[src/hw/gf3_pkg.sv]
`default_nettype none

package gf3_pkg;

    localparam int FIELD_M = 97;   // p(x) = x^97 + x^12 + 2
    localparam int TAP_POS = 12;

    typedef enum logic [1:0] {
        TRIT_ZERO = 2'b00,
        TRIT_ONE  = 2'b01,
        TRIT_TWO  = 2'b10
    } trit_t;

    typedef logic [2*FIELD_M-1:0] gf3m_t;   // trit 0 in bits [1:0]
    typedef logic [4*FIELD_M-1:0] gf9m_t;   // {high half, low half}

    typedef enum logic [1:0] {
        PROD_LOW,    // a0*b0
        PROD_HIGH,   // a1*b1
        PROD_SUM     // (a0+a1)*(b0+b1)
    } prod_sel_t;

    typedef enum logic [1:0] {
        MULT_IDLE,
        MULT_RUN,
        MULT_HOLD
    } mult_state_t;

    function automatic trit_t trit_add(trit_t a, trit_t b);
        logic [2:0] s;
        s = {1'b0, a} + {1'b0, b};
        if (s >= 3'd3)
            s = s - 3'd3;
        return trit_t'(s[1:0]);
    endfunction

    function automatic trit_t trit_neg(trit_t a);
        return trit_t'({a[0], a[1]});   // 1 <-> 2, 0 stays
    endfunction

    function automatic trit_t trit_mul(trit_t a, trit_t b);
        if (a == TRIT_ZERO || b == TRIT_ZERO)
            return TRIT_ZERO;
        return (a == b) ? TRIT_ONE : TRIT_TWO;
    endfunction

    function automatic gf3m_t elem_add(gf3m_t a, gf3m_t b);
        gf3m_t r;
        for (int i = 0; i < FIELD_M; i++)
            r[2*i +: 2] = trit_add(trit_t'(a[2*i +: 2]), trit_t'(b[2*i +: 2]));
        return r;
    endfunction

    function automatic gf3m_t elem_sub(gf3m_t a, gf3m_t b);
        gf3m_t r;
        for (int i = 0; i < FIELD_M; i++)
            r[2*i +: 2] = trit_add(trit_t'(a[2*i +: 2]), trit_neg(trit_t'(b[2*i +: 2])));
        return r;
    endfunction

    function automatic gf3m_t elem_scale(gf3m_t a, trit_t t);
        gf3m_t r;
        for (int i = 0; i < FIELD_M; i++)
            r[2*i +: 2] = trit_mul(trit_t'(a[2*i +: 2]), t);
        return r;
    endfunction

    // multiply by x mod p where the trit leaving degree 96 returns as 2x^12 + 1
    function automatic gf3m_t elem_mulx(gf3m_t a);
        trit_t top;
        gf3m_t r;
        top = trit_t'(a[2*FIELD_M-1 -: 2]);
        r = {a[2*FIELD_M-3:0], 2'b00};
        r[1:0] = top;
        r[2*TAP_POS +: 2] = trit_add(trit_t'(r[2*TAP_POS +: 2]), trit_neg(top));
        return r;
    endfunction

endpackage

`default_nettype wire

[src/hw/gf_stream_if.sv]
`timescale 1ns/1ps
`default_nettype none


// tagged products from the multiplier to the join stage
interface product_if;
    logic                valid;
    logic                ready;
    gf3_pkg::prod_sel_t  sel;
    gf3_pkg::gf3m_t      p;

    modport src (output valid, output sel, output p, input ready);
    modport dst (input valid, input sel, input p, output ready);
endinterface

`default_nettype wire

[src/hw/karatsuba_join.sv]
`timescale 1ns/1ps
`default_nettype none

module karatsuba_join (
    input  logic             clk,
    input  logic             reset,
    product_if.dst           prod,
    output logic             res_valid,
    input  logic             res_ready,
    output gf3_pkg::gf9m_t   res_c
);

    logic [1:0]      slot_count;
    gf3_pkg::gf3m_t  low_q;
    gf3_pkg::gf3m_t  high_q;
    gf3_pkg::gf3m_t  sum_q;
    gf3_pkg::gf3m_t  c0;
    gf3_pkg::gf3m_t  c1;
    logic            prod_fire;
    logic            res_fire;

    assign prod.ready = (slot_count != 2'd3);
    assign prod_fire  = prod.valid && prod.ready;

    assign res_valid = (slot_count == 2'd3);
    assign res_fire  = res_valid && res_ready;

    always_ff @(posedge clk)
    begin
        if (reset)
            slot_count <= 2'd0;
        else if (res_fire)
            slot_count <= 2'd0;   // all three slots free again
        else if (prod_fire)
            slot_count <= slot_count + 2'd1;
    end

    always_ff @(posedge clk)
    begin
        if (prod_fire)
        begin
            case (prod.sel)
                gf3_pkg::PROD_LOW:  low_q  <= prod.p;
                gf3_pkg::PROD_HIGH: high_q <= prod.p;
                default:            sum_q  <= prod.p;
            endcase
        end
    end

    // y^2 = -1 folds a1*b1 into the low half
    assign c0 = gf3_pkg::elem_sub(low_q, high_q);
    assign c1 = gf3_pkg::elem_sub(gf3_pkg::elem_sub(sum_q, low_q), high_q);

    assign res_c = {c1, c0};

endmodule

`default_nettype wire

[src/flat_wrapper.sv]
// flat-port wrapper written by rule: the top's interface ports become plain ports
module karatsuba_join_flat 
  (clk, reset, res_valid, res_ready, res_c, prod_valid, prod_sel, prod_p, prod_ready);
  product_if prod_i ();
  input  logic clk;
  input  logic reset;
  output logic res_valid;
  input  logic res_ready;
  output gf3_pkg::gf9m_t res_c;
  input wire logic [$bits(prod_i.valid)-1:0] prod_valid;
  input wire logic [$bits(prod_i.sel)-1:0] prod_sel;
  input wire logic [$bits(prod_i.p)-1:0] prod_p;
  output wire logic [$bits(prod_i.ready)-1:0] prod_ready;
  assign prod_i.valid = prod_valid;
  assign prod_i.sel = prod_sel;
  assign prod_i.p = prod_p;
  assign prod_ready = prod_i.ready;
  karatsuba_join u_core (.clk(clk), .reset(reset), .prod(prod_i), .res_valid(res_valid), .res_ready(res_ready), .res_c(res_c));
endmodule
[config.mk]
export PLATFORM = sky130hd
export DESIGN_NAME = karatsuba_join_flat
export DESIGN_NICKNAME = d
export VERILOG_FILES = /design/src/hw/gf3_pkg.sv /design/src/hw/gf_stream_if.sv /design/src/hw/karatsuba_join.sv /design/src/flat_wrapper.sv
export SDC_FILE = /design/constraint.sdc
export NUM_CORES = 2
export LEC_CHECK = 0
export ABC_AREA = 1
export BUFFER_PORTS_ARGS = -buffer_cell sky130_fd_sc_hd__buf_2
export CAP_MARGIN = 40
export CORE_MARGIN = 10
export CORE_UTILIZATION = 39
export CTS_BUF_LIST = sky130_fd_sc_hd__clkbuf_2 sky130_fd_sc_hd__clkbuf_4 sky130_fd_sc_hd__clkbuf_8
export CTS_CLUSTER_DIAMETER = 100
export CTS_CLUSTER_SIZE = 12
export DETAILED_ROUTE_END_ITERATION = 6
export HOLD_SLACK_MARGIN = 0.1
export PLACE_DENSITY_LB_ADDON = 0.12
export SLEW_MARGIN = 20
export SYNTH_ARGS = -nofsm -noshare
export SYNTH_HDL_FRONTEND = slang
export SYNTH_SLANG_ARGS = --single-unit
[constraint.sdc]
create_clock -name clk -period 26.5 [get_ports clk]
set_input_delay 5.3 -clock clk [delete_from_list [all_inputs] [get_ports clk]]
set_output_delay 5.3 -clock clk [all_outputs]
set_load 0.05 [all_outputs]
# == Word-level counts from Yosys, hierarchy flattened ==
# Cells that the tools add are included.
# totals
reg_bits,584
inputBits,200
out_inout_bits,390
word_cells,1181
# classes
add_sub_neg,583
magnitude_cmp,291
eq_ne,3
mux,291
n_bitwise,1
n_reduce_logical,8
# ops
op,n
$add A2 B2 Y3,291
$ge A3 B2 Y1 const B,291
$mux W2,291
$sub A2 B2 Y2 const B,291
$reduce_and A2 Y1,3
$reduce_or A2 Y1,2
$add A2 B1 Y2 const B,1
$eq A2 B1 Y1 const B,1
$eq A2 B2 Y1 const B,1
$logic_and A1 B1 Y1,2
$logic_not A2 Y1,1
$ne A2 B2 Y1 const B,1
$not A1 Y1,1

# == Depth between registers and ports, before layout ==
# logic_depth
word_depth,6
mapped_depth,17
depth_no_buf,17

# == Worst setup path before layout ==
# Ideal clock, no wire load.
# synth_timing
path_type,input-to-reg
start,in prod_sel[0]
end,"reg u_core.low_q[0], enable pin"
setup_time_ns,0.989
arrival_time_ns,18.640
required_time_ns,25.511
slack_ns,6.872
path_stages,1
path_buffers,0
path_cell_list,nor3_1
# synth_between
elab_chain_cells,2
# synth_lines
element,line,rtl
from (decl),flat_wrapper.sv:11,input wire logic [$bits(prod_i.sel)-1:0] prod_sel;
$logic_not A2 Y1,karatsuba_join.sv:42,case (prod.sel)
$reduce_and A2 Y1 (no line),n/a,
to (signal assigned),karatsuba_join.sv:43,gf3_pkg::PROD_LOW: low_q <= prod.p;
to (decl),karatsuba_join.sv:14,gf3_pkg::gf3m_t low_q;
# No other way between the ends.
# A chain may end at the register's enable or synchronous reset.

# == Worst setup path in the final report ==
# layout_timing
start,reg u_core.low_q[147]
end,out res_c[341]
# layout_between
elab_chain_cells,6
word_cells_on_any_way,8
classes_between,add/sub: 4; order compare: 2; mux: 2
# layout_lines
element,line,rtl
$add A2 B2 Y3 *,gf3_pkg.sv:31,"s = {1'b0, a} + {1'b0, b};"
$ge A3 B2 Y1 or $sub A2 B2 Y2 (tied branches),"gf3_pkg.sv:32, gf3_pkg.sv:33",
$mux W2 *,gf3_pkg.sv:32,if (s >= 3'd3)
$add A2 B2 Y3 *,gf3_pkg.sv:31,
$ge A3 B2 Y1 or $sub A2 B2 Y2 (tied branches),"gf3_pkg.sv:32, gf3_pkg.sv:33",
$mux W2 *,gf3_pkg.sv:32,
to (decl),flat_wrapper.sv:9,output gf3_pkg::gf9m_t res_c;
# Mark *: on every way between the ends. The rest lies on a longest branch, timed or not.

==> results.sh <==
export IMPL_syn_area_um2=45500
export IMPL_drv_slew=0
export IMPL_cts_buffers=55
export IMPL_ant_nets=0
export IMPL_hold_class="flip-flop to flip-flop"
export IMPL_fin_ws_ps=17330
export IMPL_path_class="flip-flop to output pin"
export IMPL_fin_crit_ps=9170
export IMPL_io_buffers=589
export IMPL_rows=125
export IMPL_fmax_ghz=0.109
export IMPL_cts_path_max_buffers=3
export IMPL_regToRegEndpoint="u_core.low_q[74]"
export IMPL_cts_sinks=584
export IMPL_powerDensity_nw_per_um2=60.8
export IMPL_fp_dieH_um=362
export IMPL_setup_viol=0
export IMPL_cp_max_fo=3
export IMPL_post_cts_resized=0
export IMPL_clk_pin_slew_ps=90
export IMPL_dpl_worst_slack_ps=18070
export IMPL_htreeDepth=2
export IMPL_cp_slowest_cell="fa_1"
export IMPL_drv_cap=0
export IMPL_worstReg2RegStart="u_core.slot_count[0]"
export IMPL_status="finished, final reports clean"
export IMPL_min_from="u_core.slot_count[1]"
export IMPL_yosysWarnings=0
export IMPL_r2r_slack_ps=23040
export IMPL_post_cts_buffers=0
export IMPL_cts_tree="yes"
export IMPL_placed_cell_area_um2=50600
export IMPL_drive_gt1_share_pct=11.7
export IMPL_cp_required_ps=21200
export IMPL_hold_depth=4
export IMPL_dp_hpwl_um=85900
export IMPL_gp_congestion=0.793
export IMPL_holdBufCountCts=0
export IMPL_synth_cell_types=13
export IMPL_max_slew_margin_pct=46.0
export IMPL_cp_cell_sequence="ha_1 > inv_1 > fa_1 > inv_1 > ha_1 > inv_1 > nand2_1 > nor2_1 > nand2_1 > nand2_1 > ha_1 > fa_1 > ha_1 > nor2_1 > nand3_1 > nand2_1 > buf_2"
export IMPL_min_period_over_period_pct=34.6
export IMPL_worstMarginPinSlew_ps=810
export IMPL_drc_errors=0
export IMPL_layout_common_cells="inv_1, nand2_1, buf_2"
export IMPL_grt_ovfl_total=0
export IMPL_final_common_cell="inv_1"
export IMPL_fillers=11400
export IMPL_fin_area_um2=51600
export IMPL_hold_viol=0
export IMPL_critPathLaunchType="flip-flop"
export IMPL_syn_avg_cell_area_um2=8.82
export IMPL_track_usage_pct=15.8
export IMPL_wl_per_cell_um=14.1
export IMPL_core_um2=116000
export IMPL_ios=590
export IMPL_synth_fp_nets=6237
export IMPL_fin_skew_ps=27.1
export IMPL_drt_iter0_markers=1187
export IMPL_crit_path_end_kind="output pin"
export IMPL_num_vias=33400
export IMPL_tns_ps=0
export IMPL_die_area_um2=131000
export IMPL_min_to="u_core.slot_count[1]"
export IMPL_seq_area_um2=17500
export IMPL_rsz0062_at_grt="false"
export IMPL_hold_slack_ps=530
export IMPL_antenna_found_initial=47
export IMPL_routed_wl_um=104000
export IMPL_drt_pass1_iterations=5
export IMPL_areaGrowthSynthToFinish_pct=13.3
export IMPL_initial_core_util_pct=39.2
export IMPL_power_uw=3140
export IMPL_chipWidth_um=362
export IMPL_r2r_worst_path_cells=7
export IMPL_ys_seq_elements=584
export IMPL_multiInputGateArea_um2=22200
export IMPL_nets=6901
export IMPL_cts_root_buf="clkbuf_8"
export IMPL_leakage_uw=0.0280
export IMPL_grt_pass1_wl_um=167000
export IMPL_slowest_delay_ps=490
export IMPL_clk_latency_ps=720
export IMPL_via_per_inst=4.53
export IMPL_grt_pass1_vias=33300
export IMPL_arrival_ps=3870
export IMPL_ys_seq_area_share_pct=38.5
export IMPL_syn_inst=5163
export IMPL_ir_drop_uv=56.4
export IMPL_grt_max_degree=49
## metrics by stage
step                util [%]  cells
finish                  44.5   7375
global route            44.5   7373
CTS                     44.4   7364
detailed placement      43.6   7292
global placement        43.5   7288
floorplan                  -   5163
## cell type report
class | count | area share, %
antenna | 9 | 0.0436
clock buffer | 70 | 1.72
clock inverter | 2 | 0.0800
inverter | 1566 | 11.4
multi-input combinational | 3013 | 43.0
sequential | 584 | 33.9
tap | 1524 | 3.70
timing repair buffer | 607 | 6.15
## how the worst max path moves through the flow
stage,startpoint,to,slack [ps],cells past startpoint
after detailed placement,u_core.low_q[191],res_c[385],18070,17
after global routing,u_core.low_q[97],res_c[291],16960,17
after global placement,u_core.low_q[29],res_c[222],18050,17
after floorplan,prod_sel[0],u_core.low_q[0],6870,1
final,u_core.low_q[147],res_c[341],17330,17
after CTS,u_core.low_q[93],res_c[286],17200,17
## worst max-delay path: cells and delay by family (launching register included)
family	cells	cell delay, ps
adders and majority gates	6	1610
buffers and inverters	4	480
DFF	1	410
and+or+nand+nor	7	650
## state kept, by name, summed over array words and instances, names as in the netlist
register,flops
u_core.slot_count,2
u_core.low_q,194
u_core.high_q,194
u_core.sum_q,194
## Yosys cell counts
library cell     n  share of area [%]
a21o_1           1              0.016
nor3_1           1              0.011
nand2_1       1045                8.6
inv_2            1             0.0082
a21oi_1        300                3.3
nand3_1        496                5.5
ha_1           583                 16
nand2_2          1              0.014
edfxtp_1       582                 38
nor2_1         295                2.4
inv_1         1565                 13
fa_1           291                 13
dfxtp_1          2              0.088
## power breakdown
| part | internal [uW] | switching, uW |
|---|---|---|
| Clock | 223 | 313 |
| Combinational | 396 | 1140 |
| Sequential | 1050 | 15.0 |
## per-layer routing
metal	share of wire, %	global-route usage [%]	up-vias
met2	50	28.9	503
met1	40	17.4	15400
met4	3.2	4.86	46
li1	-	-	17300
met5	0.28	0	-
met3	6.6	4.69	203
## logic make-up after synthesis
logic type	count (synthesis)	share of synthesized area, %
buffers and inverters	1566	12.9
adder cells (fa/ha/maj)	874	28.8
AO/OA/AOI/OAI	301	3.31
flip-flops	584	38.5
AND/OR/NAND/NOR	1838	16.5
Power figures use the tool's default switching activity.
