**config.mk**
```make
export PLATFORM = sky130hd
export DESIGN_NAME = karatsuba_split_flat
export DESIGN_NICKNAME = d
export VERILOG_FILES = /design/src/hw/gf3_pkg.sv /design/src/hw/gf_stream_if.sv /design/src/hw/karatsuba_split.sv /design/src/flat_wrapper.sv
export SDC_FILE = /design/constraint.sdc
export NUM_CORES = 2
export LEC_CHECK = 0
export ABC_CLOCK_PERIOD_IN_PS = 76500
export BUFFER_PORTS_ARGS = -buffer_cell sky130_fd_sc_hd__buf_2
export CAP_MARGIN = 0
export CORE_AREA = 2 2 452 454
export CTS_BUF_LIST = sky130_fd_sc_hd__clkbuf_8
export DETAILED_ROUTE_END_ITERATION = 7
export DIE_AREA = 0 0 454 456
export PLACE_DENSITY = 0.37
export SLEW_MARGIN = 5
export SYNTH_ARGS = -nofsm -noshare
export SYNTH_HDL_FRONTEND = slang
export SYNTH_SLANG_ARGS = --single-unit
```
**constraint.sdc**
```tcl
create_clock -name clk -period 76.5 [get_ports clk]
set_clock_uncertainty 0.1 [all_clocks]
set_input_delay 0 -clock clk [delete_from_list [all_inputs] [get_ports clk]]
set_output_delay 0 -clock clk [all_outputs]
set_load 0.005 [all_outputs]
```
**src/hw/gf3_pkg.sv**
```systemverilog
`default_nettype none

package gf3_pkg;

    localparam int FIELD_M = 97;   // p(x) = x^97 + x^12 + 2
    localparam int TAP_POS = 12;

    typedef enum logic [1:0] {
        TRIT_ZERO = 2'b00,
        TRIT_ONE  = 2'b01,
        TRIT_TWO  = 2'b10
    } trit_t;

    typedef logic [2*FIELD_M-1:0] gf3m_t;   // trit 0 in bits [1:0]
    typedef logic [4*FIELD_M-1:0] gf9m_t;   // {high half, low half}

    typedef enum logic [1:0] {
        PROD_LOW,    // a0*b0
        PROD_HIGH,   // a1*b1
        PROD_SUM     // (a0+a1)*(b0+b1)
    } prod_sel_t;

    typedef enum logic [1:0] {
        MULT_IDLE,
        MULT_RUN,
        MULT_HOLD
    } mult_state_t;

    function automatic trit_t trit_add(trit_t a, trit_t b);
        logic [2:0] s;
        s = {1'b0, a} + {1'b0, b};
        if (s >= 3'd3)
            s = s - 3'd3;
        return trit_t'(s[1:0]);
    endfunction

    function automatic trit_t trit_neg(trit_t a);
        return trit_t'({a[0], a[1]});   // 1 <-> 2, 0 stays
    endfunction

    function automatic trit_t trit_mul(trit_t a, trit_t b);
        if (a == TRIT_ZERO || b == TRIT_ZERO)
            return TRIT_ZERO;
        return (a == b) ? TRIT_ONE : TRIT_TWO;
    endfunction

    function automatic gf3m_t elem_add(gf3m_t a, gf3m_t b);
        gf3m_t r;
        for (int i = 0; i < FIELD_M; i++)
            r[2*i +: 2] = trit_add(trit_t'(a[2*i +: 2]), trit_t'(b[2*i +: 2]));
        return r;
    endfunction

    function automatic gf3m_t elem_sub(gf3m_t a, gf3m_t b);
        gf3m_t r;
        for (int i = 0; i < FIELD_M; i++)
            r[2*i +: 2] = trit_add(trit_t'(a[2*i +: 2]), trit_neg(trit_t'(b[2*i +: 2])));
        return r;
    endfunction

    function automatic gf3m_t elem_scale(gf3m_t a, trit_t t);
        gf3m_t r;
        for (int i = 0; i < FIELD_M; i++)
            r[2*i +: 2] = trit_mul(trit_t'(a[2*i +: 2]), t);
        return r;
    endfunction

    // multiply by x mod p where the trit leaving degree 96 returns as 2x^12 + 1
    function automatic gf3m_t elem_mulx(gf3m_t a);
        trit_t top;
        gf3m_t r;
        top = trit_t'(a[2*FIELD_M-1 -: 2]);
        r = {a[2*FIELD_M-3:0], 2'b00};
        r[1:0] = top;
        r[2*TAP_POS +: 2] = trit_add(trit_t'(r[2*TAP_POS +: 2]), trit_neg(top));
        return r;
    endfunction

endpackage

`default_nettype wire

```
**src/hw/gf_stream_if.sv**
```systemverilog
`timescale 1ns/1ps
`default_nettype none

// operand pairs from the split stage to the serial multiplier
interface operand_if;
    logic                valid;
    logic                ready;
    gf3_pkg::prod_sel_t  sel;
    gf3_pkg::gf3m_t      x;
    gf3_pkg::gf3m_t      y;

    modport src (
        output valid,
        output sel,
        output x,
        output y,
        input  ready
    );

    modport dst (
        input  valid,
        input  sel,
        input  x,
        input  y,
        output ready
    );
endinterface


`default_nettype wire

```
**src/hw/karatsuba_split.sv**
```systemverilog
`timescale 1ns/1ps
`default_nettype none

module karatsuba_split (
    input  logic             clk,
    input  logic             reset,
    input  logic             req_valid,
    input  gf3_pkg::gf9m_t   req_a,
    input  gf3_pkg::gf9m_t   req_b,
    output logic             req_ready,
    operand_if.src           opnd
);

    logic                busy;
    gf3_pkg::prod_sel_t  sel_q;
    gf3_pkg::gf9m_t      a_q;
    gf3_pkg::gf9m_t      b_q;
    gf3_pkg::gf3m_t      a0;
    gf3_pkg::gf3m_t      a1;
    gf3_pkg::gf3m_t      b0;
    gf3_pkg::gf3m_t      b1;
    logic                req_fire;
    logic                opnd_fire;

    assign req_ready = !busy;
    assign req_fire  = req_valid && req_ready;
    assign opnd_fire = opnd.valid && opnd.ready;

    assign {a1, a0} = a_q;
    assign {b1, b0} = b_q;

    always_ff @(posedge clk)
    begin
        if (reset)
        begin
            busy  <= 1'b0;
            sel_q <= gf3_pkg::PROD_LOW;
        end
        else if (req_fire)
        begin
            busy  <= 1'b1;
            sel_q <= gf3_pkg::PROD_LOW;
        end
        else if (opnd_fire)
        begin
            case (sel_q)
                gf3_pkg::PROD_LOW:  sel_q <= gf3_pkg::PROD_HIGH;
                gf3_pkg::PROD_HIGH: sel_q <= gf3_pkg::PROD_SUM;
                default:            busy  <= 1'b0;   // last pair gone
            endcase
        end
    end

    always_ff @(posedge clk)
    begin
        if (req_fire)
        begin
            a_q <= req_a;
            b_q <= req_b;
        end
    end

    assign opnd.valid = busy;
    assign opnd.sel   = sel_q;

    always_comb
    begin
        case (sel_q)
            gf3_pkg::PROD_HIGH:
            begin
                opnd.x = a1;
                opnd.y = b1;
            end
            gf3_pkg::PROD_SUM:
            begin
                opnd.x = gf3_pkg::elem_add(a0, a1);   // half sums for the middle term
                opnd.y = gf3_pkg::elem_add(b0, b1);
            end
            default:
            begin
                opnd.x = a0;
                opnd.y = b0;
            end
        endcase
    end

endmodule

`default_nettype wire

```
**src/flat_wrapper.sv**
```systemverilog
// flat-port wrapper written by rule: the top's interface ports become plain ports
module karatsuba_split_flat 
  (clk, reset, req_valid, req_a, req_b, req_ready, opnd_valid, opnd_sel, opnd_x, opnd_y, opnd_ready);
  operand_if opnd_i ();
  input  logic clk;
  input  logic reset;
  input  logic req_valid;
  input  gf3_pkg::gf9m_t req_a;
  input  gf3_pkg::gf9m_t req_b;
  output logic req_ready;
  output wire logic [$bits(opnd_i.valid)-1:0] opnd_valid;
  output wire logic [$bits(opnd_i.sel)-1:0] opnd_sel;
  output wire logic [$bits(opnd_i.x)-1:0] opnd_x;
  output wire logic [$bits(opnd_i.y)-1:0] opnd_y;
  input wire logic [$bits(opnd_i.ready)-1:0] opnd_ready;
  assign opnd_valid = opnd_i.valid;
  assign opnd_sel = opnd_i.sel;
  assign opnd_x = opnd_i.x;
  assign opnd_y = opnd_i.y;
  assign opnd_i.ready = opnd_ready;
  karatsuba_split u_core (.clk(clk), .reset(reset), .req_valid(req_valid), .req_a(req_a), .req_b(req_b), .req_ready(req_ready), .opnd(opnd_i));
endmodule
```
# Word level (Yosys, flattened, before mapping)

Index checks and enable logic that the tools add are counted.

Add/sub/neg operators: 388
$lt $le $gt $ge: 194
Eq/ne operators: 3
Multiplexer cells: 200
Reductions and logical operators: 10

Operator list:

| operator                                                                             | number |
|---|---|
| 194-bit one-hot mux with 2 select lines                                              | 2 |
| 2-bit by 2-bit adder with 3-bit output                                               | 194 |
| 3-bit by 2-bit greater-or-equal comparator with 1-bit output (second input constant) | 194 |
| 2-bit two-way mux                                                                    | 194 |
| 2-bit subtractor (second input constant)                                             | 194 |
| 2-bit one-hot mux with 2 select lines                                                | 1 |
| 2-bit AND reduction                                                                  | 2 |
| 2-bit nonzero test                                                                   | 2 |
| 2-bit OR reduction                                                                   | 2 |
| 1-bit two-way mux                                                                    | 3 |
| 2-bit by 1-bit equality test with 1-bit output (second input constant)               | 1 |
| 2-bit equality test (second input constant)                                          | 1 |
| 1-bit logical AND                                                                    | 2 |
| 2-bit zero test                                                                      | 1 |
| 2-bit by 1-bit != test with 1-bit output (second input constant)                     | 1 |
| 1-bit zero test                                                                      | 1 |

Bits in registers: 779
Input bits: 780
Output and inout bits: 392
Logic and storage cells: 799

# Longest topological paths before layout

Word-level depth: 5
Gate-level depth with buffers: 8
Depth with buffers taken out: 8

# Worst setup path before layout

OpenSTA, ideal clock, no wires.

Kind: register to register
Start: register u_core.busy, in the netlist u_core.opnd.valid
End: register u_core.sel_q[0], in the netlist u_core.opnd.sel[0]
Setup time: 1.813 ns
Arrival time: 35.036 ns
Required time: 74.587 ns
Path slack: 39.551 ns
Stages on the path, launching flop included: 3
Buffers on the path: 0
Period minus slack after synthesis: 36.949 ns
Cells stage by stage: dfxtp_1 -> nor2b_1 -> a2111oi_0

Longest elaborated chain between the ends: 3
Elaborated cells on any way between the ends: 5
Classes of those cells: reduce/logical: 5

RTL lines:

| element                      | RTL line              | source |
|---|---|---|
| start: declaration           | karatsuba_split.sv:14 | `logic busy;` |
| start signal: assignment     | karatsuba_split.sv:36 | `busy <= 1'b0;` |
| start signal: assignment     | karatsuba_split.sv:41 | `busy <= 1'b1;` |
| start signal: assignment     | karatsuba_split.sv:49 | `default: busy <= 1'b0;` |
| 1-bit zero test              | karatsuba_split.sv:25 | `assign req_ready = !busy;` |
| 1-bit logical AND            | karatsuba_split.sv:26 | `assign req_fire = req_valid && req_ready;` |
| via u_core.req_fire          | karatsuba_split.sv:22 | `logic req_fire;` |
| 2-bit OR reduction (no line) | -                     |  |
| end signal: assignment       | karatsuba_split.sv:37 | `sel_q <= gf3_pkg::PROD_LOW;` |
| end signal: assignment       | karatsuba_split.sv:42 | `sel_q <= gf3_pkg::PROD_LOW;` |
| end signal: assignment       | karatsuba_split.sv:47 | `gf3_pkg::PROD_LOW: sel_q <= gf3_pkg::PROD_HIGH;` |
| end: declaration             | karatsuba_split.sv:15 | `gf3_pkg::prod_sel_t sel_q;` |

The timed path passes the listed nets, and every way through them passes these cells.
A chain may end at the register's enable or synchronous reset.

# Worst setup path in the final report

Start: register u_core.sel_q[1], in the netlist u_core.opnd.sel[1]
End: output opnd_y[57]

Longest elaborated chain between the ends: 2
Elaborated cells on any way between the ends: 3
Classes of those cells: eq/ne: 2; mux: 1

RTL lines:

| element                                                                                      | RTL line              | source |
|---|---|---|
| 2-bit equality test / 2-bit by 1-bit equality test with 1-bit output (equally long branches) | karatsuba_split.sv:68 | `case (sel_q)` |
| 194-bit one-hot mux with 2 select lines *                                                    | karatsuba_split.sv:68 |  |
| end: declaration                                                                             | flat_wrapper.sv:14    | `output wire logic [$bits(opnd_i.y)-1:0] opnd_y;` |

Mark *: on every way between the ends. The rest lies on a longest branch, timed or not.

==> flow_summary.yaml <==
yosys:
  ys.flop_type: "edfxtp_1"
  synth.avg_cell_area_um2: 12.1
  syn_area_um2: 47100
  synth.distinct_cells: 30
  synth_top_area_share_pct: 49.5
  yosysWarnings: 0
  async_flop_share_pct: 0
  yosys-top-cells-area: "edfxtp_1 (49%), ha_1 (10%), fa_1 (8.2%), nor2b_1 (5.1%), a221o_1 (3.7%)"
  synth-edff-count: 776
  ys_seq_elements: 779
  post-synth-top-count-cell: "edfxtp_1"
  yosysTopAreaCell: "edfxtp_1"
  synth_nets: 5272
  ys_top_cells_by_count: "edfxtp_1 (776), inv_1 (444), ha_1 (391)"
  synth_cells: 3907
  seq_area_frac_synth_pct: 49.6
timing:
  slew_headroom_pct: 26.0
  finalCriticalPeriod_ps: 5920
  whs_ps: 206
  hold_viol_final: 0
  slew_viol_final: 0
  setup_viol: 0
  min_period_over_period_pct: 7.74
  max_clock_freq_mhz: 169
  tightest_slew_ps: 1110
  tns_ps: 0
  rsz0062_at_grt: "no"
critical_path:
  path_class: "register to output port"
  crit_arrival_ps: 5820
  start_kind: "register"
  slowest_delay_ps: 900
  r2r-end: "u_core.a_q[90]$_DFFE_PP_"
  path_cells: "inv_1 > ha_4 > and2_4 > buf_4 > buf_4 > buf_4 > nand2_1 > o211ai_1 > buf_2"
  r2r_setup_slack_ps: 71710
  cp_top_family: "buffers and inverters"
  ff2ff_path_depth: 5
  critPathCaptureType: "output port"
  worst_path_max_delay_cell: "buf_4"
  crit_buf_inv: 5
  cp_common_cell: "buf_4"
  required_ps: 76400
  crit_path_max_fanout: 73
  r2r_start: "u_core.opnd.valid$_SDFFE_PP0P_"
global_route:
  track_usage_pct: 17.8
  antenna_found_initial: 56
  grt_overflow: 0
  grt_pass1_wl_um: 275000
  grt_busiest_layer: "met2"
  met3_usage_pct: 4.98
  use_met1_pct: 19.0
  grt.met2_usage_pct: 32.2
  grt_pass1_vias: 43700
  grt_max_degree: 137
drt:
  wl_um: 190000
  drt_pass1_iterations: 5
  ant_nets: 0
  drcViolationCount: 0
  vias: 41700
  wl_per_cell_um: 19.9
  viasPerCell: 4.36
  drt_iter0_markers: 1768
clocking:
  clock_tree.buffer_depth: 3
  numClockSinks: 779
  cts_tree: "yes"
  clk_latency_ps: 900
  cts_buffers: 165
  htree_levels: 4
  path_clk_slew_ps: 60
  cts-root-buf: "clkbuf_8"
cells_and_area:
  syn_to_final_growth_pct: 58.6
  drive_above_1_share_pct: 23.4
  fin_nets: 8069
floorplanning:
  fp.dieH_um: 456
  coreArea_um2: 202000
  rows: 165
  start_util_pct: 23.4
  ios: 1172
  fp.dieW_um: 454
  dieArea_um2: 207000
run:
  cap_violations: 0
worst_hold_path:
  hold-path-cell-count: 3
  min_to: "u_core.b_q[46]$_DFFE_PP_"
  hold_path.class: "input port to register"
  min_from: "req_b[46]"
power_and_ir_drop:
  p_leak_nw: 31.2
  power_density_nw_per_um2: 17.2
  vdd_drop_max_mv: 0.0160
placed_design:
  gp_routability_congestion: 0.859
  port_buffers: 1171
  dp_hpwl_um: 140000
status:
  status: "complete, no violations"
==> registers in the layout, indices dropped and copies added (netlist names) <==
| signal | flops |
|---|---|
| u_core.opnd.sel | 2 |
| u_core.opnd.valid | 1 |
| u_core.b_q | 388 |
| u_core.a_q | 388 |
==> metrics by stage <==
| stage | setup WS, ps | util (%) | instances | cell area [µm²] | power [W] |
|---|---|---|---|---|---|
| 5_1_grt | 70070 | 37.0 | 9545 | 74700 | 0.00136 |
| 3_5_place_dp | 71260 | 27.7 | 7649 | 55900 | 0.000794 |
| 2_1_floorplan | 39550 | - | 3907 | 47100 | 0.000732 |
| 3_3_place_gp | 71300 | 27.7 | 7649 | 55900 | 0.000789 |
| 6_report | 70580 | 37.0 | 9561 | 74700 | 0.00128 |
| 4_1_cts | 70190 | 37.0 | 9511 | 74600 | 0.00131 |
==> cell families after synthesis <==
| logic type | synth area share [%] |
|---|---|
| AO/OA/AOI/OAI | 13.6 |
| AND/OR/NAND/NOR | 11.4 |
| adder cells (fa/ha/maj) | 18.6 |
| multiplexers | 1.87 |
| buffers and inverters | 4.91 |
| flip-flops | 49.6 |
==> layer usage <==
layer | vias to the layer above | wire (µm)
li1 | 20100 | -
met1 | 20100 | 72100
met2 | 1173 | 96000
met3 | 371 | 12500
met4 | 26 | 9170
met5 | - | 158
==> report_power, final <==
part	internal, W	switching, W
Combinational	0.000170	0.000158
Clock	0.000221	0.000213
Sequential	0.000504	0.0000179
==> placed cells by master, fill, tap and decap left out, types with 4 or more instances in the layout <==
master	n
o21ba_2	106
clkinv_2	17
edfxtp_1	776
nand2_1	175
a21oi_1	320
o31ai_1	106
inv_6	4
mux2i_1	86
inv_1	496
bufinv_16	5
clkbuf_8	167
a221o_1	173
nor2_1	107
or3b_2	88
ha_1	390
clkinv_1	48
fa_1	194
clkinvlp_4	5
dlygate4sd3_1	1560
o21ai_0	106
o211ai_1	89
diode_2	50
buf_2	1171
nor2b_1	386
buf_4	26
nor3_1	213
==> how the worst max path moves through the flow <==
stage,startpoint,to,depth (start not counted)
4_1_cts,u_core.opnd.sel[1]$_SDFFE_PP0P_,opnd_y[118],9
6_report,u_core.opnd.sel[1]$_SDFFE_PP0P_,opnd_y[57],9
3_5_place_dp,u_core.opnd.sel[1]$_SDFFE_PP0P_,opnd_y[118],9
2_1_floorplan,u_core.opnd.valid$_SDFFE_PP0P_,u_core.opnd.sel[0]$_SDFFE_PP0P_,2
5_1_grt,u_core.opnd.sel[1]$_SDFFE_PP0P_,opnd_y[61],9
3_3_place_gp,u_core.opnd.sel[1]$_SDFFE_PP0P_,opnd_y[118],9
==> what timing repair did <==
action                    4_1_cts  5_1_grt
hold endpoints to repair      852        0
hold buffers                 1560        0
buffers inserted                0        0
resized for setup               0        0
==> worst register-to-register path, cell delays in order (launching register included) <==
cell,delay (ps)
dfxtp_1,370
nor2b_4,350
buf_4,830
buf_4,900
buf_4,820
buf_4,980
==> final cells by class <==
class                   instances  area [µm²]
inverters                     444        1670
fillers                     20200      127000
clock inverters               135         743
multi-input cells            2555       21500
repair buffers               2759       21700
diodes                         50         125
flip-flops and latches        779       23400
well taps                    2672        3340
clock buffers                 167        2300
(Power assumes the default switching activity.)
