==> config.mk <==
export PLATFORM = sky130hd
export DESIGN_NAME = gf3m_serial_mult_flat
export DESIGN_NICKNAME = d
export VERILOG_FILES = /design/src/hw/gf3_pkg.sv /design/src/hw/gf_stream_if.sv /design/src/hw/gf3m_serial_mult.sv /design/src/flat_wrapper.sv
export SDC_FILE = /design/constraint.sdc
export NUM_CORES = 2
export LEC_CHECK = 0
export BUFFER_PORTS_ARGS = -buffer_cell sky130_fd_sc_hd__buf_2
export CORE_ASPECT_RATIO = 0.5
export CORE_UTILIZATION = 27
export DETAILED_ROUTE_END_ITERATION = 10
export SYNTH_ARGS = -nofsm -noshare
export SYNTH_HDL_FRONTEND = slang
export SYNTH_SLANG_ARGS = --single-unit
export TNS_END_PERCENT = 30
==> constraint.sdc <==
create_clock -name clk -period 8.25 [get_ports clk]
set_input_delay 0.4125 -clock clk [delete_from_list [all_inputs] [get_ports clk]]
set_output_delay 0.4125 -clock clk [all_outputs]
set_load 0.01 [all_outputs]
==> src/hw/gf3_pkg.sv <==
`default_nettype none

package gf3_pkg;

    localparam int FIELD_M = 97;   // p(x) = x^97 + x^12 + 2
    localparam int TAP_POS = 12;

    typedef enum logic [1:0] {
        TRIT_ZERO = 2'b00,
        TRIT_ONE  = 2'b01,
        TRIT_TWO  = 2'b10
    } trit_t;

    typedef logic [2*FIELD_M-1:0] gf3m_t;   // trit 0 in bits [1:0]
    typedef logic [4*FIELD_M-1:0] gf9m_t;   // {high half, low half}

    typedef enum logic [1:0] {
        PROD_LOW,    // a0*b0
        PROD_HIGH,   // a1*b1
        PROD_SUM     // (a0+a1)*(b0+b1)
    } prod_sel_t;

    typedef enum logic [1:0] {
        MULT_IDLE,
        MULT_RUN,
        MULT_HOLD
    } mult_state_t;

    function automatic trit_t trit_add(trit_t a, trit_t b);
        logic [2:0] s;
        s = {1'b0, a} + {1'b0, b};
        if (s >= 3'd3)
            s = s - 3'd3;
        return trit_t'(s[1:0]);
    endfunction

    function automatic trit_t trit_neg(trit_t a);
        return trit_t'({a[0], a[1]});   // 1 <-> 2, 0 stays
    endfunction

    function automatic trit_t trit_mul(trit_t a, trit_t b);
        if (a == TRIT_ZERO || b == TRIT_ZERO)
            return TRIT_ZERO;
        return (a == b) ? TRIT_ONE : TRIT_TWO;
    endfunction

    function automatic gf3m_t elem_add(gf3m_t a, gf3m_t b);
        gf3m_t r;
        for (int i = 0; i < FIELD_M; i++)
            r[2*i +: 2] = trit_add(trit_t'(a[2*i +: 2]), trit_t'(b[2*i +: 2]));
        return r;
    endfunction

    function automatic gf3m_t elem_sub(gf3m_t a, gf3m_t b);
        gf3m_t r;
        for (int i = 0; i < FIELD_M; i++)
            r[2*i +: 2] = trit_add(trit_t'(a[2*i +: 2]), trit_neg(trit_t'(b[2*i +: 2])));
        return r;
    endfunction

    function automatic gf3m_t elem_scale(gf3m_t a, trit_t t);
        gf3m_t r;
        for (int i = 0; i < FIELD_M; i++)
            r[2*i +: 2] = trit_mul(trit_t'(a[2*i +: 2]), t);
        return r;
    endfunction

    // multiply by x mod p where the trit leaving degree 96 returns as 2x^12 + 1
    function automatic gf3m_t elem_mulx(gf3m_t a);
        trit_t top;
        gf3m_t r;
        top = trit_t'(a[2*FIELD_M-1 -: 2]);
        r = {a[2*FIELD_M-3:0], 2'b00};
        r[1:0] = top;
        r[2*TAP_POS +: 2] = trit_add(trit_t'(r[2*TAP_POS +: 2]), trit_neg(top));
        return r;
    endfunction

endpackage

`default_nettype wire

==> src/hw/gf_stream_if.sv <==
`timescale 1ns/1ps
`default_nettype none

// operand pairs from the split stage to the serial multiplier
interface operand_if;
    logic                valid;
    logic                ready;
    gf3_pkg::prod_sel_t  sel;
    gf3_pkg::gf3m_t      x;
    gf3_pkg::gf3m_t      y;

    modport src (
        output valid,
        output sel,
        output x,
        output y,
        input  ready
    );

    modport dst (
        input  valid,
        input  sel,
        input  x,
        input  y,
        output ready
    );
endinterface

// tagged products from the multiplier to the join stage
interface product_if;
    logic                valid;
    logic                ready;
    gf3_pkg::prod_sel_t  sel;
    gf3_pkg::gf3m_t      p;

    modport src (output valid, output sel, output p, input ready);
    modport dst (input valid, input sel, input p, output ready);
endinterface

`default_nettype wire

==> src/hw/gf3m_serial_mult.sv <==
`timescale 1ns/1ps
`default_nettype none

// digit-serial multiplier in GF(3^97), DIGITS trits of y per cycle
module gf3m_serial_mult #(
    parameter int DIGITS = 3
) (
    input  logic    clk,
    input  logic    reset,
    operand_if.dst  opnd,
    product_if.src  prod
);

    localparam int ITERATIONS = (gf3_pkg::FIELD_M + DIGITS - 1) / DIGITS;
    localparam int CNT_W      = $clog2(ITERATIONS + 1);

    gf3_pkg::mult_state_t  state;
    gf3_pkg::prod_sel_t    sel_q;
    logic [CNT_W-1:0]      count_q;
    gf3_pkg::gf3m_t        x_q;
    gf3_pkg::gf3m_t        y_q;
    gf3_pkg::gf3m_t        z_q;
    gf3_pkg::gf3m_t        x_pow [DIGITS+1];
    gf3_pkg::gf3m_t        z_sum;
    logic                  opnd_fire;
    logic                  prod_fire;

    assign opnd.ready = (state == gf3_pkg::MULT_IDLE);
    assign opnd_fire  = opnd.valid && opnd.ready;

    assign prod.valid = (state == gf3_pkg::MULT_HOLD);
    assign prod.sel   = sel_q;
    assign prod.p     = z_q;
    assign prod_fire  = prod.valid && prod.ready;

    // x_pow[j] = x * x^j mod p
    always_comb
    begin
        x_pow[0] = x_q;
        z_sum    = z_q;
        for (int j = 0; j < DIGITS; j++)
        begin
            z_sum = gf3_pkg::elem_add(z_sum,
                        gf3_pkg::elem_scale(x_pow[j], gf3_pkg::trit_t'(y_q[2*j +: 2])));
            x_pow[j+1] = gf3_pkg::elem_mulx(x_pow[j]);
        end
    end

    always_ff @(posedge clk)
    begin
        if (reset)
        begin
            state   <= gf3_pkg::MULT_IDLE;
            count_q <= '0;
        end
        else
        begin
            case (state)
                gf3_pkg::MULT_IDLE:
                begin
                    if (opnd_fire)
                    begin
                        state   <= gf3_pkg::MULT_RUN;
                        count_q <= CNT_W'(ITERATIONS - 1);
                    end
                end
                gf3_pkg::MULT_RUN:
                begin
                    if (count_q == '0)
                        state <= gf3_pkg::MULT_HOLD;
                    else
                        count_q <= count_q - 1'b1;
                end
                gf3_pkg::MULT_HOLD:
                begin
                    if (prod_fire)
                        state <= gf3_pkg::MULT_IDLE;   // stalls here while join is full
                end
                default:
                    state <= gf3_pkg::MULT_IDLE;
            endcase
        end
    end

    always_ff @(posedge clk)
    begin
        if (opnd_fire)
        begin
            x_q   <= opnd.x;
            y_q   <= opnd.y;
            z_q   <= '0;
            sel_q <= opnd.sel;
        end
        else if (state == gf3_pkg::MULT_RUN)
        begin
            x_q <= x_pow[DIGITS];
            y_q <= y_q >> (2*DIGITS);   // next digit group
            z_q <= z_sum;
        end
    end

endmodule

`default_nettype wire

==> src/flat_wrapper.sv <==
// flat-port wrapper written by rule: the top's interface ports become plain ports
module gf3m_serial_mult_flat 
#(
    parameter int DIGITS = 3
)
  (clk, reset, opnd_valid, opnd_sel, opnd_x, opnd_y, opnd_ready, prod_valid, prod_sel, prod_p, prod_ready);
  operand_if opnd_i ();
  product_if prod_i ();
  input  logic clk;
  input  logic reset;
  input wire logic [$bits(opnd_i.valid)-1:0] opnd_valid;
  input wire logic [$bits(opnd_i.sel)-1:0] opnd_sel;
  input wire logic [$bits(opnd_i.x)-1:0] opnd_x;
  input wire logic [$bits(opnd_i.y)-1:0] opnd_y;
  output wire logic [$bits(opnd_i.ready)-1:0] opnd_ready;
  output wire logic [$bits(prod_i.valid)-1:0] prod_valid;
  output wire logic [$bits(prod_i.sel)-1:0] prod_sel;
  output wire logic [$bits(prod_i.p)-1:0] prod_p;
  input wire logic [$bits(prod_i.ready)-1:0] prod_ready;
  assign opnd_i.valid = opnd_valid;
  assign opnd_i.sel = opnd_sel;
  assign opnd_i.x = opnd_x;
  assign opnd_i.y = opnd_y;
  assign opnd_ready = opnd_i.ready;
  assign prod_valid = prod_i.valid;
  assign prod_sel = prod_i.sel;
  assign prod_p = prod_i.p;
  assign prod_i.ready = prod_ready;
  gf3m_serial_mult #(.DIGITS(DIGITS)) u_core (.clk(clk), .reset(reset), .opnd(opnd_i), .prod(prod_i));
endmodule
Yosys cells after proc, flatten, opt, wreduce, memory -nomap -nowiden
Cells that the tools add are included.
- flip-flop bits (word level): 592
- bits of input ports: 394
- output and inout bits: 198
- logic and storage cells: 3056
- $add $sub $neg: 589
- magnitude comparators: 294
- equality and inequality tests: 297
- muxes and demuxes: 1469
- reduce and logical (&&, ||, !) cells: 401
- operator list (operator ; count):
    $mux 2 ; 1170
    $add 2x2->3 ; 294
    $ge 3x2->1 const B ; 294
    $mux 194 ; 4
    $sub 2x2->2 const B ; 294
    $eq 2x2->1 ; 291
    $logic_or 1x1->1 ; 291
    $mux 1 ; 291
    $logic_not 2->1 ; 103
    $mux 6 ; 2
    $pmux 6 s2 ; 1
    $logic_not 6->1 ; 1
    $ne 2x2->1 const B ; 3
    $pmux 2 s3 ; 1
    $reduce_and 3->1 ; 2
    $sub 6x1->6 const B ; 1
    $reduce_bool 2->1 ; 2
    $eq 2x1->1 const B ; 1
    $eq 2x2->1 const B ; 1
    $logic_and 1x1->1 ; 2
    $ne 2x1->1 const B ; 1

Longest topological paths before layout
- depth after elaboration: 13
- depth in mapped cells: 27
- gate-level depth less buffers: 24

Worst setup path after synthesis
Ideal clock, no wire load.
- kind: reg2reg
- start: register u_core.state[0]
- end: register u_core.z_q[121] (netlist: u_core.prod.p[121])
- setup time: 0.374 ns
- arrival time: 5.716 ns
- data required time: 7.876 ns
- slack: 2.160 ns
- cell stages (with the launch flop): 6
- path buffers: 1
- clock period less this slack: 6.090 ns
- cells stage by stage: dfxtp_1 -> nor2_2 -> nand2_2 -> nand2_2 -> buf_2 -> o32ai_1
- longest elaborated chain between the ends: 2
- elaborated cells on any way between the ends: 3
- those cells by class: eq/ne (1); reduce/logical (2)
- RTL lines (element ; line ; source):
    start: declaration ; gf3m_serial_mult.sv:17 ; gf3_pkg::mult_state_t state;
    start signal: assignment ; gf3m_serial_mult.sv:53 ; state <= gf3_pkg::MULT_IDLE;
    start signal: assignment ; gf3m_serial_mult.sv:63 ; state <= gf3_pkg::MULT_RUN;
    start signal: assignment ; gf3m_serial_mult.sv:70 ; state <= gf3_pkg::MULT_HOLD;
    $logic_not 2->1 ; gf3m_serial_mult.sv:28 ; assign opnd.ready = (state == gf3_pkg::MULT_IDLE);
    via opnd_ready ; flat_wrapper.sv:15 ; output wire logic [$bits(opnd_i.ready)-1:0] opnd_ready;
    $logic_and 1x1->1 ; gf3m_serial_mult.sv:29 ; assign opnd_fire = opnd.valid && opnd.ready;
    end signal: assignment ; gf3m_serial_mult.sv:98 ; z_q <= z_sum;
    end: declaration ; gf3m_serial_mult.sv:22 ; gf3_pkg::gf3m_t z_q;
The timed path passes the listed nets, and every way through them passes these cells.
A chain may end at the register's enable or synchronous reset.

Final worst setup path
- start: register u_core.y_q[0]
- end: register u_core.z_q[136] (netlist: u_core.prod.p[136])
- longest elaborated chain between the ends: 13
- elaborated cells on any way between the ends: 18
- those cells by class: add/sub (6); order compare (3); eq/ne (1); mux (6); reduce/logical (2)
- RTL lines (element ; line ; source):
    start: declaration ; gf3m_serial_mult.sv:21 ; gf3_pkg::gf3m_t y_q;
    start signal: assignment ; gf3m_serial_mult.sv:90 ; y_q <= opnd.y;
    start signal: assignment ; gf3m_serial_mult.sv:97 ; y_q <= y_q >> (2*DIGITS);
    $logic_not 2->1 ; gf3_pkg.sv:42 ; if (a == TRIT_ZERO || b == TRIT_ZERO)
    $logic_or 1x1->1 ; gf3_pkg.sv:42 ;
    $mux 1 ; gf3_pkg.sv:42 ;
    $mux 2 * ; gf3_pkg.sv:44 ; return (a == b) ? TRIT_ONE : TRIT_TWO;
    $add 2x2->3 * ; gf3_pkg.sv:31 ; s = {1'b0, a} + {1'b0, b};
    $ge 3x2->1 or $sub 2x2->2 (tied branches) ; gf3_pkg.sv:32, gf3_pkg.sv:33 ;
    $mux 2 * ; gf3_pkg.sv:32 ; if (s >= 3'd3)
    $add 2x2->3 * ; gf3_pkg.sv:31 ;
    $ge 3x2->1 or $sub 2x2->2 (tied branches) ; gf3_pkg.sv:32, gf3_pkg.sv:33 ;
    $mux 2 * ; gf3_pkg.sv:32 ;
    $add 2x2->3 * ; gf3_pkg.sv:31 ;
    $ge 3x2->1 or $sub 2x2->2 (tied branches) ; gf3_pkg.sv:32, gf3_pkg.sv:33 ;
    $mux 2 * ; gf3_pkg.sv:32 ;
Mark *: on every way between the ends. The rest lies on a longest branch, timed or not.

==> reports/summary.md <==
- 286 mm — wire length of the first global-routing pass
- 6.61 ns — critical path arrival
- 219000 um2 — Die ar.
- 0.0355 ns — clock tree skew after final layout
- 72.6% — final worst-path cycle share
- finished clean — status
- 332 um — die height
- reg -> reg — kind of critical path
- 0 — Remaining DRCs
- 0.69 ns — clock latency reported for the late side of the worst-skew pair
- 74 — number of buffers created by CTS
- nand2b_4 > buf_4 > o21ai_0 > ha_1 > inv_1 > fa_1 > inv_1 > ha_1 > nor2b_1 > nand3_1 > o21ai_0 > ha_1 > fa_1 > ha_1 > or3_1 > a21oi_1 > ha_1 > fa_1 > ha_1 > nor4b_1 > o21ai_0 > nand2_1 — worst-path cell chain
- 186 mm — Detailed Route WL
- 3304 — Initial DRC Count
- 592 — Yosys reg bits
- 6 — 1st-pass router iterations
- 9.59% — fraction of final layout cells with drive strength greater than 1
- 22500 — count of filler cells inserted in the layout
- 591 — port bufs
- 17.6% — area added between synthesis and finish
- 0.63 ns — largest stage delay on the critical path
- 0 ns — Total Negative Setup Slacks
- 592 — TritonCTS sink count
- 38 — maximum fanout count along the critical path
- 7253 — Cells after Synth
- 0.851 — final RePlAce weighted congestion
- 0 — Antenna Nets Post-Route
- 215000 um2 — core footprint
- 49 — distinct cell type count of the synthesized netlist
- 3 — WP buf/inv
- 0% — share of flip-flops with an asynchronous set or reset
- 22.9% — Slew headroom
- 8530 — net count after synthesis
- no — unrepaired setup endpoints after global routing
- 9029 — final-stage net count
- sky130_fd_sc_hd__buf_4 — standard cell with the maximum stage delay on the critical path
- 17.3 um — routed length per placed instance
- 16.5% — total routing usage reported by global routing
- 390 — number of enable flip-flop cells after synthesis
- 0 — final hold viol count
- sky130_fd_sc_hd__edfxtp_1 — prevailing post-synth register cell
- adder cells — cell family with the largest share of critical-path delay
- 8.09 um2 — average size of a mapped cell
- 0.167 GHz — Fmax achieved
- 0 — count of synthesis-stage warnings from yosys
- 27.3% — Initial Utilization
- 661 um — overall die width
- 58700 um2 — post-synth design cell area
- 0.06 ns — clock edge transition at the registers on the reported setup and hold paths
- 0 — Gates resized, CTS repair
- 592 — I/O pins
- 0 — number of max-slew violations in the final report
- 36 — antenna violations before repair
- flop — Critical Path Sink Type
- 52300 — total number of vias
- sky130_fd_sc_hd__ha_1 — dominant cell type by count on the critical path
- 0 — Setup Viol. Count Final
- 167 — largest net degree at the start of global routing
- 3 — maximum clock insertion buffer count
- 1.16 ns — slew at the pin with the worst max-slew slack
- 5.99 ns — Min Clock Period, post-route
- yes — TritonCTS clock tree
- sky130_fd_sc_hd__clkbuf_16 — clock root buffer master
- 26.9% — fraction of the yosys area taken by sequential cells
- 0 — maxcap violations
- in -> reg — Min-Delay Path Class
- 4.89 — via count normalized by instance count
- flop — type of origin of the critical path
- 3 — H-tree depth
- 128 mm — DP HPWL
- 8.87 ns — required time reported for the critical path endpoint
- 120 — Std-Cell Rows
- 50800 — vias in the first global route
- 0 — overflow left after global routing
[flip-flops by register name, indices dropped and copies added (netlist names)]
| name | cells |
|---|---|
| u_core.count_q | 6 |
| u_core.prod.p | 194 |
| u_core.prod.sel | 2 |
| u_core.state | 2 |
| u_core.x_q | 194 |
| u_core.y_q | 194 |
[per-layer routing]
metal / up-vias / GRT usage (%) / wire, um
li1: 25700 / - / -
met1: 25200 / 19.0 / 75100
met2: 1085 / 29.3 / 91800
met3: 403 / 1.78 / 6300
met4: 4 / 9.83 / 12300
met5: - / 0 / 22
[Yosys cell counts (2+ instances only)]
cell	instances	area, um2
sky130_fd_sc_hd__nand2b_1	101	632
sky130_fd_sc_hd__nand2_2	2	12.5
sky130_fd_sc_hd__a22o_1	2	17.5
sky130_fd_sc_hd__and2_1	8	50.1
sky130_fd_sc_hd__nand2_1	1811	6800
sky130_fd_sc_hd__nor3b_1	52	390
sky130_fd_sc_hd__o32ai_1	98	858
sky130_fd_sc_hd__xnor2_1	386	3380
sky130_fd_sc_hd__edfxtp_1	390	11700
sky130_fd_sc_hd__fa_1	294	5890
sky130_fd_sc_hd__xor2_1	192	1680
sky130_fd_sc_hd__buf_2	177	886
sky130_fd_sc_hd__nand4_1	3	18.8
sky130_fd_sc_hd__o32a_1	78	781
sky130_fd_sc_hd__ha_1	589	7370
sky130_fd_sc_hd__or3_1	21	131
sky130_fd_sc_hd__nor3_1	297	1490
sky130_fd_sc_hd__clkbuf_1	271	1020
sky130_fd_sc_hd__mux2i_1	3	30.0
sky130_fd_sc_hd__a21oi_1	165	826
sky130_fd_sc_hd__o21ai_0	523	2620
sky130_fd_sc_hd__a31oi_1	2	12.5
sky130_fd_sc_hd__inv_1	353	1330
sky130_fd_sc_hd__nor2_1	387	1450
sky130_fd_sc_hd__buf_1	26	97.6
sky130_fd_sc_hd__nor2b_1	54	338
sky130_fd_sc_hd__buf_4	14	105
sky130_fd_sc_hd__nor4b_1	97	850
sky130_fd_sc_hd__nand3b_1	129	968
sky130_fd_sc_hd__nand3_1	437	2190
sky130_fd_sc_hd__dfxtp_1	202	4040
sky130_fd_sc_hd__o211ai_1	3	22.5
sky130_fd_sc_hd__o21a_1	70	526
[path summary, 6_finish.rpt]
| path | startpoint | end | slack, ns | cells after the start |
|---|---|---|---|---|
| min reg2reg | u_core.prod.p[146]$_SDFFE_PP0P_ | u_core.prod.p[146]$_SDFFE_PP0P_ | 0.47 | 2 |
| min | opnd_x[193] | u_core.x_q[193]$_DFFE_PP_ | 0.04 | 3 |
| max reg2reg | u_core.y_q[0]$_DFFE_PP_ | u_core.prod.p[136]$_SDFFE_PP0P_ | 2.26 | 22 |
| max | u_core.y_q[0]$_DFFE_PP_ | u_core.prod.p[136]$_SDFFE_PP0P_ | 2.26 | 22 |
[placed cells by master, fill, tap and decap left out, drive strengths merged, types with 2 or more instances in the layout]
cell         synthesis  routed
nand2             1813    1813
buf                218     633
ha                 589     589
o21ai              524     524
nand3              437     437
edfxtp             390     390
nor2               388     388
xnor2              386     386
inv                354     358
nor3               298     298
fa                 294     294
dlygate4sd3          0     279
dfxtp              202     202
xor2               192     192
a21oi              166     166
nand3b             129     129
nand2b             101     101
clkbuf             271     101
o32ai               98      98
nor4b               97      97
o32a                78      78
o21a                70      70
nor2b               54      54
nor3b               52      52
diode                0      29
or3                 21      21
clkinv               0      15
bufinv               0      10
and2                 8       8
nand4                3       3
o211ai               3       3
mux2i                3       3
clkinvlp             0       3
a31oi                2       2
a22o                 2       2
[timing repair]
action / 4_1_cts / 5_1_grt
endpoints found under the hold margin: 279 / 0
hold buffers: 279 / 0
buffers inserted: 0 / 0
[worst register-to-register path, cell delays in order (launching register included)]
cell                       delay, ns
sky130_fd_sc_hd__edfxtp_1       0.54
sky130_fd_sc_hd__nand2b_4       0.53
sky130_fd_sc_hd__buf_4          0.64
sky130_fd_sc_hd__o21ai_0        0.26
sky130_fd_sc_hd__ha_1           0.21
sky130_fd_sc_hd__inv_1          0.06
sky130_fd_sc_hd__fa_1           0.45
sky130_fd_sc_hd__inv_1          0.08
sky130_fd_sc_hd__ha_1           0.14
sky130_fd_sc_hd__nor2b_1        0.07
sky130_fd_sc_hd__nand3_1        0.08
sky130_fd_sc_hd__o21ai_0        0.09
sky130_fd_sc_hd__ha_1           0.22
sky130_fd_sc_hd__fa_1           0.47
sky130_fd_sc_hd__ha_1           0.21
sky130_fd_sc_hd__or3_1          0.33
sky130_fd_sc_hd__a21oi_1        0.18
sky130_fd_sc_hd__ha_1           0.18
sky130_fd_sc_hd__fa_1           0.45
sky130_fd_sc_hd__ha_1           0.25
sky130_fd_sc_hd__nor4b_1        0.28
sky130_fd_sc_hd__o21ai_0        0.14
sky130_fd_sc_hd__nand2_1        0.10
[kinds of logic after synthesis]
family | share of synthesized area, %
DFF | 26.9
xor gates and xnor gates | 8.63
muxes | 0.0512
AOI/OAI and AO/OA | 9.78
buffers and inverters | 5.87
adders and majority gates | 22.6
and+or+nand+nor | 26.2
[layout make-up]
| class | instances | area [um2] | share of cell area [%] |
|---|---|---|---|
| Antenna cell | 29 | 72.6 | 0.105 |
| Clock buffer | 101 | 2050 | 2.97 |
| Clock inverter | 32 | 433 | 0.628 |
| Inverter | 354 | 1340 | 1.94 |
| Multi-Input combinational cell | 5818 | 39500 | 57.3 |
| Sequential cell | 592 | 15800 | 22.8 |
| Tap cell | 2867 | 3590 | 5.20 |
| Timing Repair Buffer | 912 | 6200 | 9.00 |
[per-stage QoR]
stage	util, %	cells	cell area (um2)	hold slack [ns]	setup slack (ns)
after detailed placement	29.6	10300	63600	0.462	2.36
after floorplan	-	7253	58700	0.476	2.16
final	32.1	10700	69000	0.0449	2.26
after CTS	32.0	10700	68900	0.000214	2.32
after global placement	29.6	10300	63600	0.458	2.45
after global routing	32.1	10700	68900	0.0164	1.84
Power is left out: the tool's default activity adds up to more than one toggle a clock period on the data nets, which glitch-free logic cannot reach.
